### src/common/line_xfer_pkg.sv
// Shared definitions for the cache line transfer design.
// Holds the fixed AXI4-Lite widths, the response code, the FSM state
// encodings and the packed channel structs between master and slave.
// Modules pull it in by a wildcard import in their header.

package line_xfer_pkg;

    localparam int AXI_ADDR_WIDTH = 32;
    localparam int AXI_DATA_WIDTH = 32;

    typedef enum logic [1:0] {
        OKAY   = 2'b00,
        SLVERR = 2'b10
    } axi_resp_t;

    // ------------------------------------------------------------------
    // Channel payloads, master to slave and back.
    // ------------------------------------------------------------------
    typedef struct packed {
        logic                      valid;
        logic [AXI_ADDR_WIDTH-1:0] addr;
    } axi_addr_ch_t;

    typedef struct packed {
        logic                      valid;
        logic [AXI_DATA_WIDTH-1:0] data;
    } axi_wdata_ch_t;

    typedef struct packed {
        logic                      valid;
        logic [AXI_DATA_WIDTH-1:0] data;
        axi_resp_t                 resp;
    } axi_rdata_ch_t;

    typedef struct packed {
        logic      valid;
        axi_resp_t resp;
    } axi_bresp_ch_t;

    typedef struct packed {
        logic ar;
        logic r;
        logic aw;
        logic w;
        logic b;
    } axi_ready_t;

    // ------------------------------------------------------------------
    // FSM states.
    // ------------------------------------------------------------------
    typedef enum logic [2:0] {
        M_IDLE,
        M_READ_ADDR,
        M_READ_DATA,
        M_WRITE_ADDR_DATA,
        M_WRITE_RESP
    } master_state_t;

    typedef enum logic [1:0] {
        S_IDLE,
        S_MEM_ACCESS,
        S_READ_RESP,
        S_WRITE_RESP
    } slave_state_t;

    typedef enum logic [1:0] {
        X_IDLE,
        X_READ_WORD,
        X_WRITE_WORD
    } xfer_state_t;

endpackage

### src/hdl/cache_data_transfer.sv
// Cache line transfer unit.
// Walks a line word by word, one AXI request per word. Writes shift
// the line out from the low word up; reads shift returned words in
// from the top, so the line is in place after the last word.
// A fault ends the line early with o_fault set alongside o_done.

module cache_data_transfer
    import line_xfer_pkg::*;
#(
    parameter int LINE_WORDS = 16
) (
    input  logic                                 i_clk,
    input  logic                                 i_reset,
    input  logic                                 i_start_read,
    input  logic                                 i_start_write,
    input  logic [AXI_ADDR_WIDTH-1:0]            i_line_addr,
    input  logic [LINE_WORDS*AXI_DATA_WIDTH-1:0] i_line_wdata,
    input  logic                                 i_axi_done,
    input  logic                                 i_axi_fault,
    input  logic [AXI_DATA_WIDTH-1:0]            i_axi_rdata,
    output logic                                 o_busy,
    output logic                                 o_done,
    output logic                                 o_fault,
    output logic [LINE_WORDS*AXI_DATA_WIDTH-1:0] o_line_rdata,
    output logic                                 o_axi_start_read,
    output logic                                 o_axi_start_write,
    output logic [AXI_ADDR_WIDTH-1:0]            o_axi_addr,
    output logic [AXI_DATA_WIDTH-1:0]            o_axi_wdata
);

    localparam int LINE_W = LINE_WORDS * AXI_DATA_WIDTH;
    localparam int CNT_W  = $clog2(LINE_WORDS);

    xfer_state_t               state;
    logic [CNT_W-1:0]          count;
    logic [AXI_ADDR_WIDTH-1:0] line_addr;
    logic [LINE_W-1:0]         line;
    logic                      last_word;
    logic                      word_pending;

    assign o_busy       = (state != X_IDLE);
    assign o_axi_addr   = line_addr + (AXI_ADDR_WIDTH'(count) << 2);
    assign o_axi_wdata  = line[AXI_DATA_WIDTH-1:0];
    assign o_line_rdata = line;
    assign last_word    = (count == CNT_W'(LINE_WORDS - 1));

    // ------------------------------------------------------------------
    // Word sequencing.
    // ------------------------------------------------------------------
    always_ff @(posedge i_clk) begin
        if (i_reset) begin
            state             <= X_IDLE;
            count             <= '0;
            o_done            <= 1'b0;
            o_fault           <= 1'b0;
            o_axi_start_read  <= 1'b0;
            o_axi_start_write <= 1'b0;
        end else begin
            o_done            <= 1'b0;
            o_axi_start_read  <= 1'b0;
            o_axi_start_write <= 1'b0;
            case (state)
                X_IDLE: begin
                    count <= '0;
                    if (i_start_read) begin
                        o_axi_start_read <= 1'b1;
                        state            <= X_READ_WORD;
                    end else if (i_start_write) begin
                        o_axi_start_write <= 1'b1;
                        state             <= X_WRITE_WORD;
                    end
                end
                X_READ_WORD, X_WRITE_WORD: begin
                    if (i_axi_done) begin
                        if (i_axi_fault || last_word) begin
                            o_done  <= 1'b1;
                            o_fault <= i_axi_fault;
                            state   <= X_IDLE;
                        end else begin
                            count             <= count + CNT_W'(1);
                            o_axi_start_read  <= (state == X_READ_WORD);
                            o_axi_start_write <= (state == X_WRITE_WORD);
                        end
                    end
                end
                default: state <= X_IDLE;
            endcase
        end
    end

    // Line shift register, shared by reads and writes.
    always_ff @(posedge i_clk) begin
        if (state == X_IDLE && (i_start_read || i_start_write)) begin
            line_addr <= i_line_addr;
            line      <= i_line_wdata;
        end else if (state != X_IDLE && i_axi_done) begin
            line <= {i_axi_rdata, line[LINE_W-1:AXI_DATA_WIDTH]};
        end
    end

    // Word issued and not yet answered.
    always_ff @(posedge i_clk) begin
        if (i_reset) begin
            word_pending <= 1'b0;
        end else if (o_axi_start_read || o_axi_start_write) begin
            word_pending <= 1'b1;
        end else if (i_axi_done) begin
            word_pending <= 1'b0;
        end
    end

    a_no_overlap: assert property (@(posedge i_clk) disable iff (i_reset)
        (o_axi_start_read || o_axi_start_write) |-> !word_pending);
    a_done_answers: assert property (@(posedge i_clk) disable iff (i_reset)
        i_axi_done |-> word_pending);

endmodule

### config.mk
export PLATFORM = sky130hd
export DESIGN_NAME = cache_data_transfer
export DESIGN_NICKNAME = d
export VERILOG_FILES = /design/src/common/line_xfer_pkg.sv /design/src/hdl/cache_data_transfer.sv
export SDC_FILE = /design/constraint.sdc
export NUM_CORES = 1
export LEC_CHECK = 0
export BUFFER_PORTS_ARGS = -buffer_cell sky130_fd_sc_hd__buf_2
export CORE_AREA = 2 2 460 462
export CTS_CLUSTER_SIZE = 12
export DETAILED_ROUTE_END_ITERATION = 10
export DIE_AREA = 0 0 462 464
export GPL_ROUTABILITY_DRIVEN = 0
export PLACE_DENSITY = 0.36
export SETUP_SLACK_MARGIN = 0.5
export SYNTH_ARGS = -nofsm -noshare
export SYNTH_HDL_FRONTEND = slang
export SYNTH_SLANG_ARGS = --single-unit
export TNS_END_PERCENT = 10
### constraint.sdc
create_clock -name i_clk -period 41.4 [get_ports i_clk]
set_input_delay 2.07 -clock i_clk [delete_from_list [all_inputs] [get_ports i_clk]]
set_output_delay 2.07 -clock i_clk [all_outputs]
set_load 0.1 [all_outputs]
==> impl_metrics.yaml <==
status:
  status: "completed"
clock_tree:
  clockBufferDepth: 3
  post-cts-setup-buffers: 0
  cts_root_buf: "clkbuf_16"
  cts_tree: "built"
  cts_sinks: 554
  hold_buffers: 0
  clk_latency_ns: 0.68
  clk_pin_slew_ns: 0.06
  cts_resized: 0
  cts-buffers-inserted: 73
  htreeDepth: 3
die:
  start_util_pct: 11.49
  fp.dieH_um: 464
  coreArea_mm2: 0.2092
  dieArea_mm2: 0.2144
  die_w_um: 462
  fp-row-count: 168
  io_pins: 1163
global_routing:
  gr-usage-met1_pct: 12.89
  top_usage_layer: "met2"
  grt_max_degree: 151
  grt-ovfl-total: 0
  grt_pass1_wl_um: 180600
  grtUsageMet3_pct: 3.990
  grt_pass1_vias: 21240
  antenna_found_initial: 60
  grtUsageTotal_pct: 12.23
  use_met2_pct: 23.02
sta:
  finalCriticalPeriod_ns: 6.781
  final_hold_viol_count: 0
  period_share_pct: 16.38
  skew_ns: 0.03877
  grt_setup_unrepaired: "no"
  finalSetupTns_ns: 0
  worstMarginPinSlew_ns: 1.228
  fmax_mhz: 147.5
  slew_headroom_pct: 18.12
  drv_slew: 0
  setup_viol: 0
drt:
  drt_first_pass_iters: 5
  vias: 21090
  drt-total-wl_um: 137900
  drt_iter0_markers: 1330
  wl_per_cell_um: 21.62
  drt-vias-per-instance: 3.308
  remaining_drc_errors: 0
  final_antenna_net_count: 0
cells_and_area:
  drive_gt1_share_pct: 36.12
  syn_to_final_growth_pct: 45.99
  final_nets: 4084
logic_synthesis:
  synth_common_cells: "1547 x nand2_1, 544 x edfxtp_1, 53 x clkbuf_1"
  synthFlopType: "edfxtp_1"
  synth.avg_cell_area_um2: 10.08
  yosysTopAreaCell: "edfxtp_1"
  synthCells: 2384
  syn_nets: 2976
  seq_area_frac_synth_pct: 68.80
  async_flop_share_pct: 0
  ys_types: 42
  yosys_warnings: 0
  synth_edf_count: 544
  synthMostInstantiatedCell: "nand2_1"
  synth.top_cell.area_share_pct: 67.97
  syn_area_mm2: 0.02403
  ys_ff_latch: 554
  synthTopCellsByArea: "edfxtp_1 68%, nand2_1 24%, buf_2 1.1%"
critical_path:
  arrival_ns: 7.05
  endpoint_kind: "flip-flop"
  cp-start-kind: "input pin"
  cp.required_ns: 41.67
  path_class: "in -> reg"
  crit_fanout: 72
worst_hold_path:
  hp-class: "reg -> reg"
flow_run:
  maxCapViolations: 0
place:
  place_hpwl_um: 112000
  port_buffers: 1162
-- stage by stage --
stage                     hold slack, ns  instance area, um^2  cells  util (%)  setup WS [ns]
final                             0.5365                35090   6377     16.78          34.62
after global routing              0.5605                35050   6361     16.76          34.31
after CTS                         0.5366                35030   6354     16.75          34.65
after detailed placement          0.5250                32820   6222     15.69          33.87
after global placement            0.5244                32820   6222     15.69          33.86
after floorplan                   0.5001                24030   2384         -          1.633
-- registers in the layout, summed over array words and instances (netlist names) --
register	cells
o_line_rdata	512
line_addr	32
count	4
state	2
o_axi_start_read	1
o_axi_start_write	1
o_done	1
o_fault	1
-- layout make-up --
class	instances	area [um^2]
clock buffer	96	1934
inverter	15	63.81
multi-input combinational	1663	6694
timing repair buffer	1185	6013
antenna	23	57.56
clock inverter	36	279.0
tap	2805	3510
fill	23800	174100
sequential	554	16540
-- per-layer routing --
metal / vias up / wire length (um)
met5: - / 253
met4: 40 / 3360
met3: 177 / 10980
met2: 972 / 72900
met1: 9926 / 50380
li1: 9979 / -
-- cell usage in the layout (no fill, tap or decap), types with 7 or more instances in the layout --
cell type	instances
nand2_1	1547
buf_2	1162
edfxtp_1	544
clkbuf_16	74
xnor2_1	26
diode_2	23
clkbuf_1	22
buf_4	21
clkinv_1	20
inv_1	14
nand4_1	13
nand3_1	12
nor2_1	10
dfxtp_1	10
ha_1	9
clkinv_2	7
-- final timing paths --
path,startpoint,endpoint,slack [ns],depth (start not counted)
setup / recovery,i_axi_done,o_line_rdata[58]$_DFFE_PP_,34.62,9
hold / removal,o_line_rdata[358]$_DFFE_PP_,o_line_rdata[326]$_DFFE_PP_,0.54,2
setup reg to reg,state[0]$_SDFFE_PP0P_,o_line_rdata[58]$_DFFE_PP_,35.34,10
hold reg to reg,o_line_rdata[358]$_DFFE_PP_,o_line_rdata[326]$_DFFE_PP_,0.54,2
-- worst max-delay path: stages --
cell and delay, ns:
buf_2 0.13, inv_1 0.08, o21ai_4 0.11, buf_4 0.60, buf_4 0.85, buf_4 0.63, buf_4 0.85, buf_4 0.62
buf_4 0.82
-- cells by family after synthesis --
| logic type | share of synthesized area (%) |
|---|---|
| DFF | 68.80 |
| buffers and inverters | 3.441 |
| muxes | 0.04165 |
| and+or+nand+nor | 25.54 |
| adders and majority gates | 0.5518 |
| AOI/OAI and AO/OA | 0.6403 |
| xor gates and xnor gates | 0.9839 |
Power is not shown: default switching activity piles up to over one toggle a cycle in this logic, so the estimate is an artifact.
