`src/common/line_xfer_pkg.sv`:
```
// Shared definitions for the cache line transfer design.
// Holds the fixed AXI4-Lite widths, the response code, the FSM state
// encodings and the packed channel structs between master and slave.
// Modules pull it in by a wildcard import in their header.

package line_xfer_pkg;

    localparam int AXI_ADDR_WIDTH = 32;
    localparam int AXI_DATA_WIDTH = 32;

    typedef enum logic [1:0] {
        OKAY   = 2'b00,
        SLVERR = 2'b10
    } axi_resp_t;

    // ------------------------------------------------------------------
    // Channel payloads, master to slave and back.
    // ------------------------------------------------------------------
    typedef struct packed {
        logic                      valid;
        logic [AXI_ADDR_WIDTH-1:0] addr;
    } axi_addr_ch_t;

    typedef struct packed {
        logic                      valid;
        logic [AXI_DATA_WIDTH-1:0] data;
    } axi_wdata_ch_t;

    typedef struct packed {
        logic                      valid;
        logic [AXI_DATA_WIDTH-1:0] data;
        axi_resp_t                 resp;
    } axi_rdata_ch_t;

    typedef struct packed {
        logic      valid;
        axi_resp_t resp;
    } axi_bresp_ch_t;

    typedef struct packed {
        logic ar;
        logic r;
        logic aw;
        logic w;
        logic b;
    } axi_ready_t;

    // ------------------------------------------------------------------
    // FSM states.
    // ------------------------------------------------------------------
    typedef enum logic [2:0] {
        M_IDLE,
        M_READ_ADDR,
        M_READ_DATA,
        M_WRITE_ADDR_DATA,
        M_WRITE_RESP
    } master_state_t;

    typedef enum logic [1:0] {
        S_IDLE,
        S_MEM_ACCESS,
        S_READ_RESP,
        S_WRITE_RESP
    } slave_state_t;

    typedef enum logic [1:0] {
        X_IDLE,
        X_READ_WORD,
        X_WRITE_WORD
    } xfer_state_t;

endpackage

```
`src/axi4_lite/axi4_lite_master.sv`:
```
// AXI4-Lite master for single word accesses.
// A one-cycle start strobe launches one read or one write. The master
// drives the address channel (plus write data for writes), waits for
// the response and pulses o_done with the fault flag and read word.

module axi4_lite_master
    import line_xfer_pkg::*;
(
    input  logic                      i_clk,
    input  logic                      i_reset,
    input  logic                      i_start_read,
    input  logic                      i_start_write,
    input  logic [AXI_ADDR_WIDTH-1:0] i_addr,
    input  logic [AXI_DATA_WIDTH-1:0] i_wdata,
    input  axi_ready_t                i_ready,
    input  axi_rdata_ch_t             i_rdata_ch,
    input  axi_bresp_ch_t             i_bresp_ch,
    output axi_addr_ch_t              o_ar_ch,
    output axi_addr_ch_t              o_aw_ch,
    output axi_wdata_ch_t             o_w_ch,
    output logic                      o_r_ready,
    output logic                      o_b_ready,
    output logic                      o_done,
    output logic                      o_read_fault,
    output logic                      o_write_fault,
    output logic [AXI_DATA_WIDTH-1:0] o_rdata
);

    master_state_t             state;
    logic [AXI_ADDR_WIDTH-1:0] addr;
    logic [AXI_DATA_WIDTH-1:0] wdata;
    logic                      ar_valid;
    logic                      aw_valid;
    logic                      w_valid;
    logic                      aw_left;
    logic                      w_left;

    assign o_ar_ch   = '{valid: ar_valid, addr: addr};
    assign o_aw_ch   = '{valid: aw_valid, addr: addr};
    assign o_w_ch    = '{valid: w_valid, data: wdata};
    assign o_r_ready = (state == M_READ_DATA);
    assign o_b_ready = (state == M_WRITE_RESP);

    // Write channels still unaccepted after this cycle.
    assign aw_left = aw_valid && !i_ready.aw;
    assign w_left  = w_valid && !i_ready.w;

    always_ff @(posedge i_clk) begin
        if (i_reset) begin
            state         <= M_IDLE;
            ar_valid      <= 1'b0;
            aw_valid      <= 1'b0;
            w_valid       <= 1'b0;
            o_done        <= 1'b0;
            o_read_fault  <= 1'b0;
            o_write_fault <= 1'b0;
        end else begin
            o_done <= 1'b0;
            case (state)
                M_IDLE: begin
                    if (i_start_read) begin
                        ar_valid <= 1'b1;
                        state    <= M_READ_ADDR;
                    end else if (i_start_write) begin
                        aw_valid <= 1'b1;
                        w_valid  <= 1'b1;
                        state    <= M_WRITE_ADDR_DATA;
                    end
                end
                M_READ_ADDR: begin
                    if (i_ready.ar) begin
                        ar_valid <= 1'b0;
                        state    <= M_READ_DATA;
                    end
                end
                M_READ_DATA: begin
                    if (i_rdata_ch.valid) begin
                        o_done        <= 1'b1;
                        o_read_fault  <= (i_rdata_ch.resp == SLVERR);
                        o_write_fault <= 1'b0;
                        state         <= M_IDLE;
                    end
                end
                M_WRITE_ADDR_DATA: begin
                    aw_valid <= aw_left;
                    w_valid  <= w_left;
                    if (!aw_left && !w_left) begin
                        state <= M_WRITE_RESP;
                    end
                end
                M_WRITE_RESP: begin
                    if (i_bresp_ch.valid) begin
                        o_done        <= 1'b1;
                        o_read_fault  <= 1'b0;
                        o_write_fault <= (i_bresp_ch.resp == SLVERR);
                        state         <= M_IDLE;
                    end
                end
                default: state <= M_IDLE;
            endcase
        end
    end

    // Request payload and returned word.
    always_ff @(posedge i_clk) begin
        if (state == M_IDLE && (i_start_read || i_start_write)) begin
            addr  <= i_addr;
            wdata <= i_wdata;
        end
        if (state == M_READ_DATA && i_rdata_ch.valid) begin
            o_rdata <= i_rdata_ch.data;
        end
    end

    // A raised valid holds with its payload until the slave takes it.
    a_ar_stable: assert property (@(posedge i_clk) disable iff (i_reset)
        o_ar_ch.valid && !i_ready.ar |=> o_ar_ch.valid && $stable(o_ar_ch.addr));
    a_aw_stable: assert property (@(posedge i_clk) disable iff (i_reset)
        o_aw_ch.valid && !i_ready.aw |=> o_aw_ch.valid && $stable(o_aw_ch.addr));
    a_w_stable: assert property (@(posedge i_clk) disable iff (i_reset)
        o_w_ch.valid && !i_ready.w |=> o_w_ch.valid && $stable(o_w_ch.data));

endmodule

```
`src/axi4_lite/axi4_lite_slave.sv`:
```
// AXI4-Lite slave in front of the word memory.
// Takes one read or one write at a time, does a single memory access
// and holds the OKAY or SLVERR response until the master accepts it.
// Only the ar, aw and w bits of o_ready are driven here.

module axi4_lite_slave
    import line_xfer_pkg::*;
#(
    parameter int MEM_DEPTH = 256
) (
    input  logic                      i_clk,
    input  logic                      i_reset,
    input  axi_addr_ch_t              i_ar_ch,
    input  axi_addr_ch_t              i_aw_ch,
    input  axi_wdata_ch_t             i_w_ch,
    input  logic                      i_r_ready,
    input  logic                      i_b_ready,
    input  logic [AXI_DATA_WIDTH-1:0] i_mem_rdata,
    input  logic                      i_mem_fault,
    output axi_ready_t                o_ready,
    output axi_rdata_ch_t             o_rdata_ch,
    output axi_bresp_ch_t             o_bresp_ch,
    output logic                      o_mem_we,
    output logic [AXI_ADDR_WIDTH-1:0] o_mem_addr,
    output logic [AXI_DATA_WIDTH-1:0] o_mem_wdata
);

    slave_state_t              state;
    logic                      idle;
    logic                      rd_accept;
    logic                      wr_accept;
    logic                      is_write;
    logic                      r_valid;
    logic                      b_valid;
    logic [AXI_DATA_WIDTH-1:0] rdata;
    axi_resp_t                 resp;

    assign idle      = (state == S_IDLE);
    assign rd_accept = idle && i_ar_ch.valid;
    // Write address and data are taken together, reads first.
    assign wr_accept = idle && !i_ar_ch.valid && i_aw_ch.valid && i_w_ch.valid;

    assign o_ready = '{ar: idle, r: 1'b0, aw: wr_accept, w: wr_accept, b: 1'b0};

    // Memory sees the access in the handshake cycle.
    assign o_mem_we    = wr_accept;
    assign o_mem_addr  = (i_ar_ch.valid ? i_ar_ch.addr : i_aw_ch.addr) >> 2;
    assign o_mem_wdata = i_w_ch.data;

    assign o_rdata_ch = '{valid: r_valid, data: rdata, resp: resp};
    assign o_bresp_ch = '{valid: b_valid, resp: resp};

    always_ff @(posedge i_clk) begin
        if (i_reset) begin
            state   <= S_IDLE;
            r_valid <= 1'b0;
            b_valid <= 1'b0;
        end else begin
            case (state)
                S_IDLE: begin
                    if (rd_accept || wr_accept) begin
                        state <= S_MEM_ACCESS;
                    end
                end
                S_MEM_ACCESS: begin
                    r_valid <= !is_write;
                    b_valid <= is_write;
                    state   <= is_write ? S_WRITE_RESP : S_READ_RESP;
                end
                S_READ_RESP: begin
                    if (i_r_ready) begin
                        r_valid <= 1'b0;
                        state   <= S_IDLE;
                    end
                end
                S_WRITE_RESP: begin
                    if (i_b_ready) begin
                        b_valid <= 1'b0;
                        state   <= S_IDLE;
                    end
                end
                default: state <= S_IDLE;
            endcase
        end
    end

    always_ff @(posedge i_clk) begin
        if (idle) begin
            is_write <= wr_accept;
        end
        if (state == S_MEM_ACCESS) begin
            rdata <= i_mem_rdata;
            resp  <= i_mem_fault ? SLVERR : OKAY;
        end
    end

    // The memory flags exactly the word indices beyond its depth.
    a_fault_range: assert property (@(posedge i_clk) disable iff (i_reset)
        state == S_MEM_ACCESS |-> i_mem_fault == ($past(o_mem_addr) >= 32'(MEM_DEPTH)));

endmodule

```
`src/axi4_lite/axi4_lite_top.sv`:
```
// AXI4-Lite block with a master on the request side and a slave on
// the memory side. Word requests come in as start strobes and leave
// as single memory accesses; o_done closes each word.

module axi4_lite_top
    import line_xfer_pkg::*;
#(
    parameter int MEM_DEPTH = 256
) (
    input  logic                      i_clk,
    input  logic                      i_reset,
    input  logic                      i_start_read,
    input  logic                      i_start_write,
    input  logic [AXI_ADDR_WIDTH-1:0] i_addr,
    input  logic [AXI_DATA_WIDTH-1:0] i_wdata,
    input  logic [AXI_DATA_WIDTH-1:0] i_mem_rdata,
    input  logic                      i_mem_fault,
    output logic                      o_done,
    output logic                      o_read_fault,
    output logic                      o_write_fault,
    output logic [AXI_DATA_WIDTH-1:0] o_rdata,
    output logic                      o_mem_we,
    output logic [AXI_ADDR_WIDTH-1:0] o_mem_addr,
    output logic [AXI_DATA_WIDTH-1:0] o_mem_wdata
);

    axi_addr_ch_t  ar_ch;
    axi_addr_ch_t  aw_ch;
    axi_wdata_ch_t w_ch;
    axi_rdata_ch_t rdata_ch;
    axi_bresp_ch_t bresp_ch;
    axi_ready_t    slave_ready;
    axi_ready_t    ready;
    logic          r_ready;
    logic          b_ready;

    // Response readies come from the master, the rest from the slave.
    assign ready = '{ar: slave_ready.ar, r: r_ready, aw: slave_ready.aw,
                     w: slave_ready.w, b: b_ready};

    axi4_lite_master MASTER_M (
        .i_clk         ( i_clk         ),
        .i_reset       ( i_reset       ),
        .i_start_read  ( i_start_read  ),
        .i_start_write ( i_start_write ),
        .i_addr        ( i_addr        ),
        .i_wdata       ( i_wdata       ),
        .i_ready       ( ready         ),
        .i_rdata_ch    ( rdata_ch      ),
        .i_bresp_ch    ( bresp_ch      ),
        .o_ar_ch       ( ar_ch         ),
        .o_aw_ch       ( aw_ch         ),
        .o_w_ch        ( w_ch          ),
        .o_r_ready     ( r_ready       ),
        .o_b_ready     ( b_ready       ),
        .o_done        ( o_done        ),
        .o_read_fault  ( o_read_fault  ),
        .o_write_fault ( o_write_fault ),
        .o_rdata       ( o_rdata       )
    );

    axi4_lite_slave #(
        .MEM_DEPTH ( MEM_DEPTH )
    ) SLAVE_S (
        .i_clk       ( i_clk       ),
        .i_reset     ( i_reset     ),
        .i_ar_ch     ( ar_ch       ),
        .i_aw_ch     ( aw_ch       ),
        .i_w_ch      ( w_ch        ),
        .i_r_ready   ( r_ready     ),
        .i_b_ready   ( b_ready     ),
        .i_mem_rdata ( i_mem_rdata ),
        .i_mem_fault ( i_mem_fault ),
        .o_ready     ( slave_ready ),
        .o_rdata_ch  ( rdata_ch    ),
        .o_bresp_ch  ( bresp_ch    ),
        .o_mem_we    ( o_mem_we    ),
        .o_mem_addr  ( o_mem_addr  ),
        .o_mem_wdata ( o_mem_wdata )
    );

endmodule

```
`config.mk`:
```
export PLATFORM = sky130hd
export DESIGN_NAME = axi4_lite_top
export DESIGN_NICKNAME = d
export VERILOG_FILES = /design/src/common/line_xfer_pkg.sv /design/src/axi4_lite/axi4_lite_master.sv /design/src/axi4_lite/axi4_lite_slave.sv /design/src/axi4_lite/axi4_lite_top.sv
export SDC_FILE = /design/constraint.sdc
export NUM_CORES = 1
export LEC_CHECK = 0
export BUFFER_PORTS_ARGS = -buffer_cell sky130_fd_sc_hd__buf_2
export CAP_MARGIN = 20
export CORE_UTILIZATION = 30
export DETAILED_ROUTE_END_ITERATION = 7
export PLACE_DENSITY_LB_ADDON = 0.3
export SYNTH_ARGS = -nofsm -noshare
export SYNTH_HDL_FRONTEND = slang
export SYNTH_SLANG_ARGS = --single-unit
export TNS_END_PERCENT = 100
```
`constraint.sdc`:
```
create_clock -name i_clk -period 2.5 [get_ports i_clk]
set_input_delay 0.125 -clock i_clk [delete_from_list [all_inputs] [get_ports i_clk]]
set_output_delay 0.125 -clock i_clk [all_outputs]
set_load 0.005 [all_outputs]
```
==> impl_results.md <==
- PortBufs: between 150 and 200
- Master of the slowest instance on the critical path: or3_4
- CP Data Arrival Time: between 1.5 and 2 ns
- Vias in the first global route: ~3100
- Maximum number of pins on one net before global-route repair: 64
- Reg area: roughly 4100 µm²
- Area growth syn-to-layout: 60.4%
- Unrepaired setup endpoints after global routing: false
- Share of cells above drive strength 1: 0.440
- Worst Hold Class: in -> reg
- # rows: 44
- Fin nets: approximately 620
- DR iter-0 viols: 189
- Post-synth cell types: 34
- Buffers & Inverters on Critical Path: 1
- Detailed-route via count: between 2000 and 3000
- Final hold vios: 0
- Yosys reg bits: around 140
- Family with the most delay on the worst path: simple AND/OR/NAND/NOR gates
- Static Leak: slightly below 0.003 µW
- GP Congestion: between 0.7 and 0.8
- Startpoint types: flip-flop
- CTS Buf Count: 17
- Via-to-Cell Ratio: approximately 4.2
- H-Tree Depth: 4
- CTS root buffer: clkbuf_16
- Post-Syn Area: about 4500 µm²
- Critical path class: reg -> out
- I/O Pins: between 200 and 250
- DIE AREA: about 16000 µm²
- Detailed Route WL: about 11 mm
- Fillers: around 1200
- Fin area: between 7000 and 8000 µm²
- Pwr per Cell Area: ~1000 nW/µm²
- Yosys Warn Count: 0
- Power Total: around 7100 µW
- TNS Setup: 0 ns
- Worst-path fanout max: 7
- Multi-input combinational cell area: 384 µm²
- CTS tree: built
- Final setup fails: 0
- Worst skew pair latency: approximately 0.41 ns
- Clock buffer depth: 2
- Clock sinks: 141
- WP data required: around 2.4 ns
- Starting Density: 0.309
- Antenna violations before repair: 0
- CP Capture Type: primary output
- Status: finished with violations
- Minimum clock period: about 1.7 ns
- DRT Pass-1 Iters: 6
- Syn avg cell area: between 20 and 25 µm²
- Post-DR wirelength/cell: between 10 and 15 µm
- Clock transition at the registers of the reported paths: about 0.060 ns
- Inserted Diodes: 0
- Slew Viols, Final: 0
- Delay of the slowest critical-path stage: approximately 0.42 ns
- Fmax: 0.606 GHz
- Worst IR Drop VDD: a little over 0.001 V
- Layout Skew: between 0.008 and 0.009 ns
- HPWL after DPL: approximately 6.7 mm
- GRT Overall Usage: 0.143
- Hold WS: roughly 0.052 ns
- ANT nets after route: 0
- DRC Markers: 26
- Core area: ~15000 µm²
- Total gr overflow: 0
- Failing checks: design-rule violations
- Placed inst area: between 5000 and 6000 µm²
- Worst path cell trace: or3_4 > nor2_1 > buf_2
- Fin crit share: 0.660
- Seq/Total Area, Yosys: 0.906
- Die Span Y: ~120 µm
- Global-route wire length before repair: 16.5 mm
- Max_cap viols: 0
- Mapped Cells: roughly 210
- X dimension of the die: between 100 and 150 µm
path summary, 6_finish.rpt:
check / slack [ns] / to / from / cells past startpoint
max: 0.85 / o_mem_we / SLAVE_S.state[1] / 3
min: 0.05 / SLAVE_S.state[0] / i_reset / 2
max reg2reg: 0.89 / MASTER_M.o_rdata[1] / MASTER_M.state[1] / 3
min reg2reg: 0.42 / MASTER_M.o_rdata[19] / SLAVE_S.rdata[19] / 0
cell type report:
| class | instances | share of cell area |
|---|---|---|
| multi-input combinational | 65 | 0.0529 |
| sequential | 141 | 0.565 |
| inverter | 2 | 0.00103 |
| clock inverter | 15 | 0.0202 |
| timing repair buffer | 294 | 0.271 |
| tap | 184 | 0.0317 |
| clock buffer | 17 | 0.0586 |
timing repair:
item	CTS	global route
gates resized for setup	0	0
setup buffers	0	0
setup endpoints to repair	0	0
endpoints found under the hold margin	95	0
hold buffers	95	0
registers in the layout, summed over array words and instances (netlist names), 2 cells and up:
signal and flops:
MASTER_M.o_rdata 32, MASTER_M.addr 30, SLAVE_S.state 2, SLAVE_S.rdata 32, MASTER_M.state 3, MASTER_M.wdata 32
routing by layer:
layer / global-route usage / vias up / wire length [µm]
met5: 0 / - / 0
met4: 0.0681 / 0 / 232
met3: 0.0485 / 20 / 586
met2: 0.250 / 97 / 5700
met1: 0.156 / 1435 / 4190
li1: - / 1438 / -
worst reg2reg max path, delay by kind of cell, from the launching register on:
kind | cells | cell delay [ns]
AND/OR/NAND/NOR | 1 | 0.25
flip-flops | 1 | 0.50
buffers and inverters | 2 | 0.49
power breakdown:
| group | internal, µW | total, µW | switching, µW | leakage [µW] |
|---|---|---|---|---|
| clock network | 1460 | 2430 | 964 | 0.000274 |
| registers | 3320 | 3520 | 199 | 0.00131 |
| logic | 522 | 1200 | 677 | 0.00133 |
logic make-up (layout without fill, tap and decap cells):
family,after synthesis,in the layout,synth area share
other,1,2,0.000828
buffers and inverters,8,328,0.0105
and+or+nand+nor,41,41,0.0478
AOI/OAI and AO/OA,22,22,0.0348
DFF,141,141,0.906
cell usage in the layout, fill, tap and decap left out, types with 5 or more instances in the layout:
cell / n
buf_2: 196
edfxtp_1: 128
dlygate4sd3_1: 95
clkbuf_16: 17
dfxtp_1: 13
nor2_1: 12
nand2_1: 9
a21oi_1: 9
nor3_1: 5
synthesized netlist by cell type:
| library cell | n | area (µm²) |
|---|---|---|
| edfxtp_1 | 128 | 3840 |
| buf_2 | 2 | 10.0 |
| a2111oi_0 | 1 | 8.76 |
| a31o_1 | 1 | 8.76 |
| o32a_1 | 1 | 10.0 |
| buf_6 | 1 | 11.3 |
| o21a_1 | 1 | 7.51 |
| nand2_1 | 9 | 33.8 |
| nand3_1 | 3 | 15.0 |
| or3_4 | 1 | 11.3 |
| o22ai_1 | 1 | 6.26 |
| buf_4 | 2 | 15.0 |
| nor3_1 | 5 | 25.0 |
| a211oi_1 | 1 | 7.51 |
| nor2b_1 | 2 | 12.5 |
| or2_2 | 1 | 6.26 |
| o211ai_4 | 1 | 21.3 |
| nor2_1 | 12 | 45.0 |
| a21oi_1 | 9 | 45.0 |
| clkbuf_1 | 1 | 3.75 |
| dfxtp_1 | 13 | 260 |
| nor4_1 | 1 | 6.26 |
| nor3b_2 | 1 | 12.5 |
| a22oi_1 | 2 | 15.0 |
| a2bb2oi_1 | 1 | 8.76 |
| nand4bb_1 | 1 | 11.3 |
| and2b_1 | 1 | 7.51 |
| and3b_1 | 2 | 17.5 |
| nand2b_1 | 2 | 12.5 |
| conb_1 | 1 | 3.75 |
| o21ai_0 | 1 | 5.00 |
| inv_1 | 2 | 7.51 |
| o21ai_1 | 1 | 5.00 |
| a21oi_2 | 1 | 8.76 |
per-stage QoR:
step	cells	setup WS, ns	utilization
final	718	0.849	0.496
after global routing	718	0.663	0.496
after CTS	718	0.835	0.496
after detailed placement	591	0.868	0.392
after global placement	591	0.916	0.392
after floorplan	214	0.589	-
(Power assumes the default switching activity.)
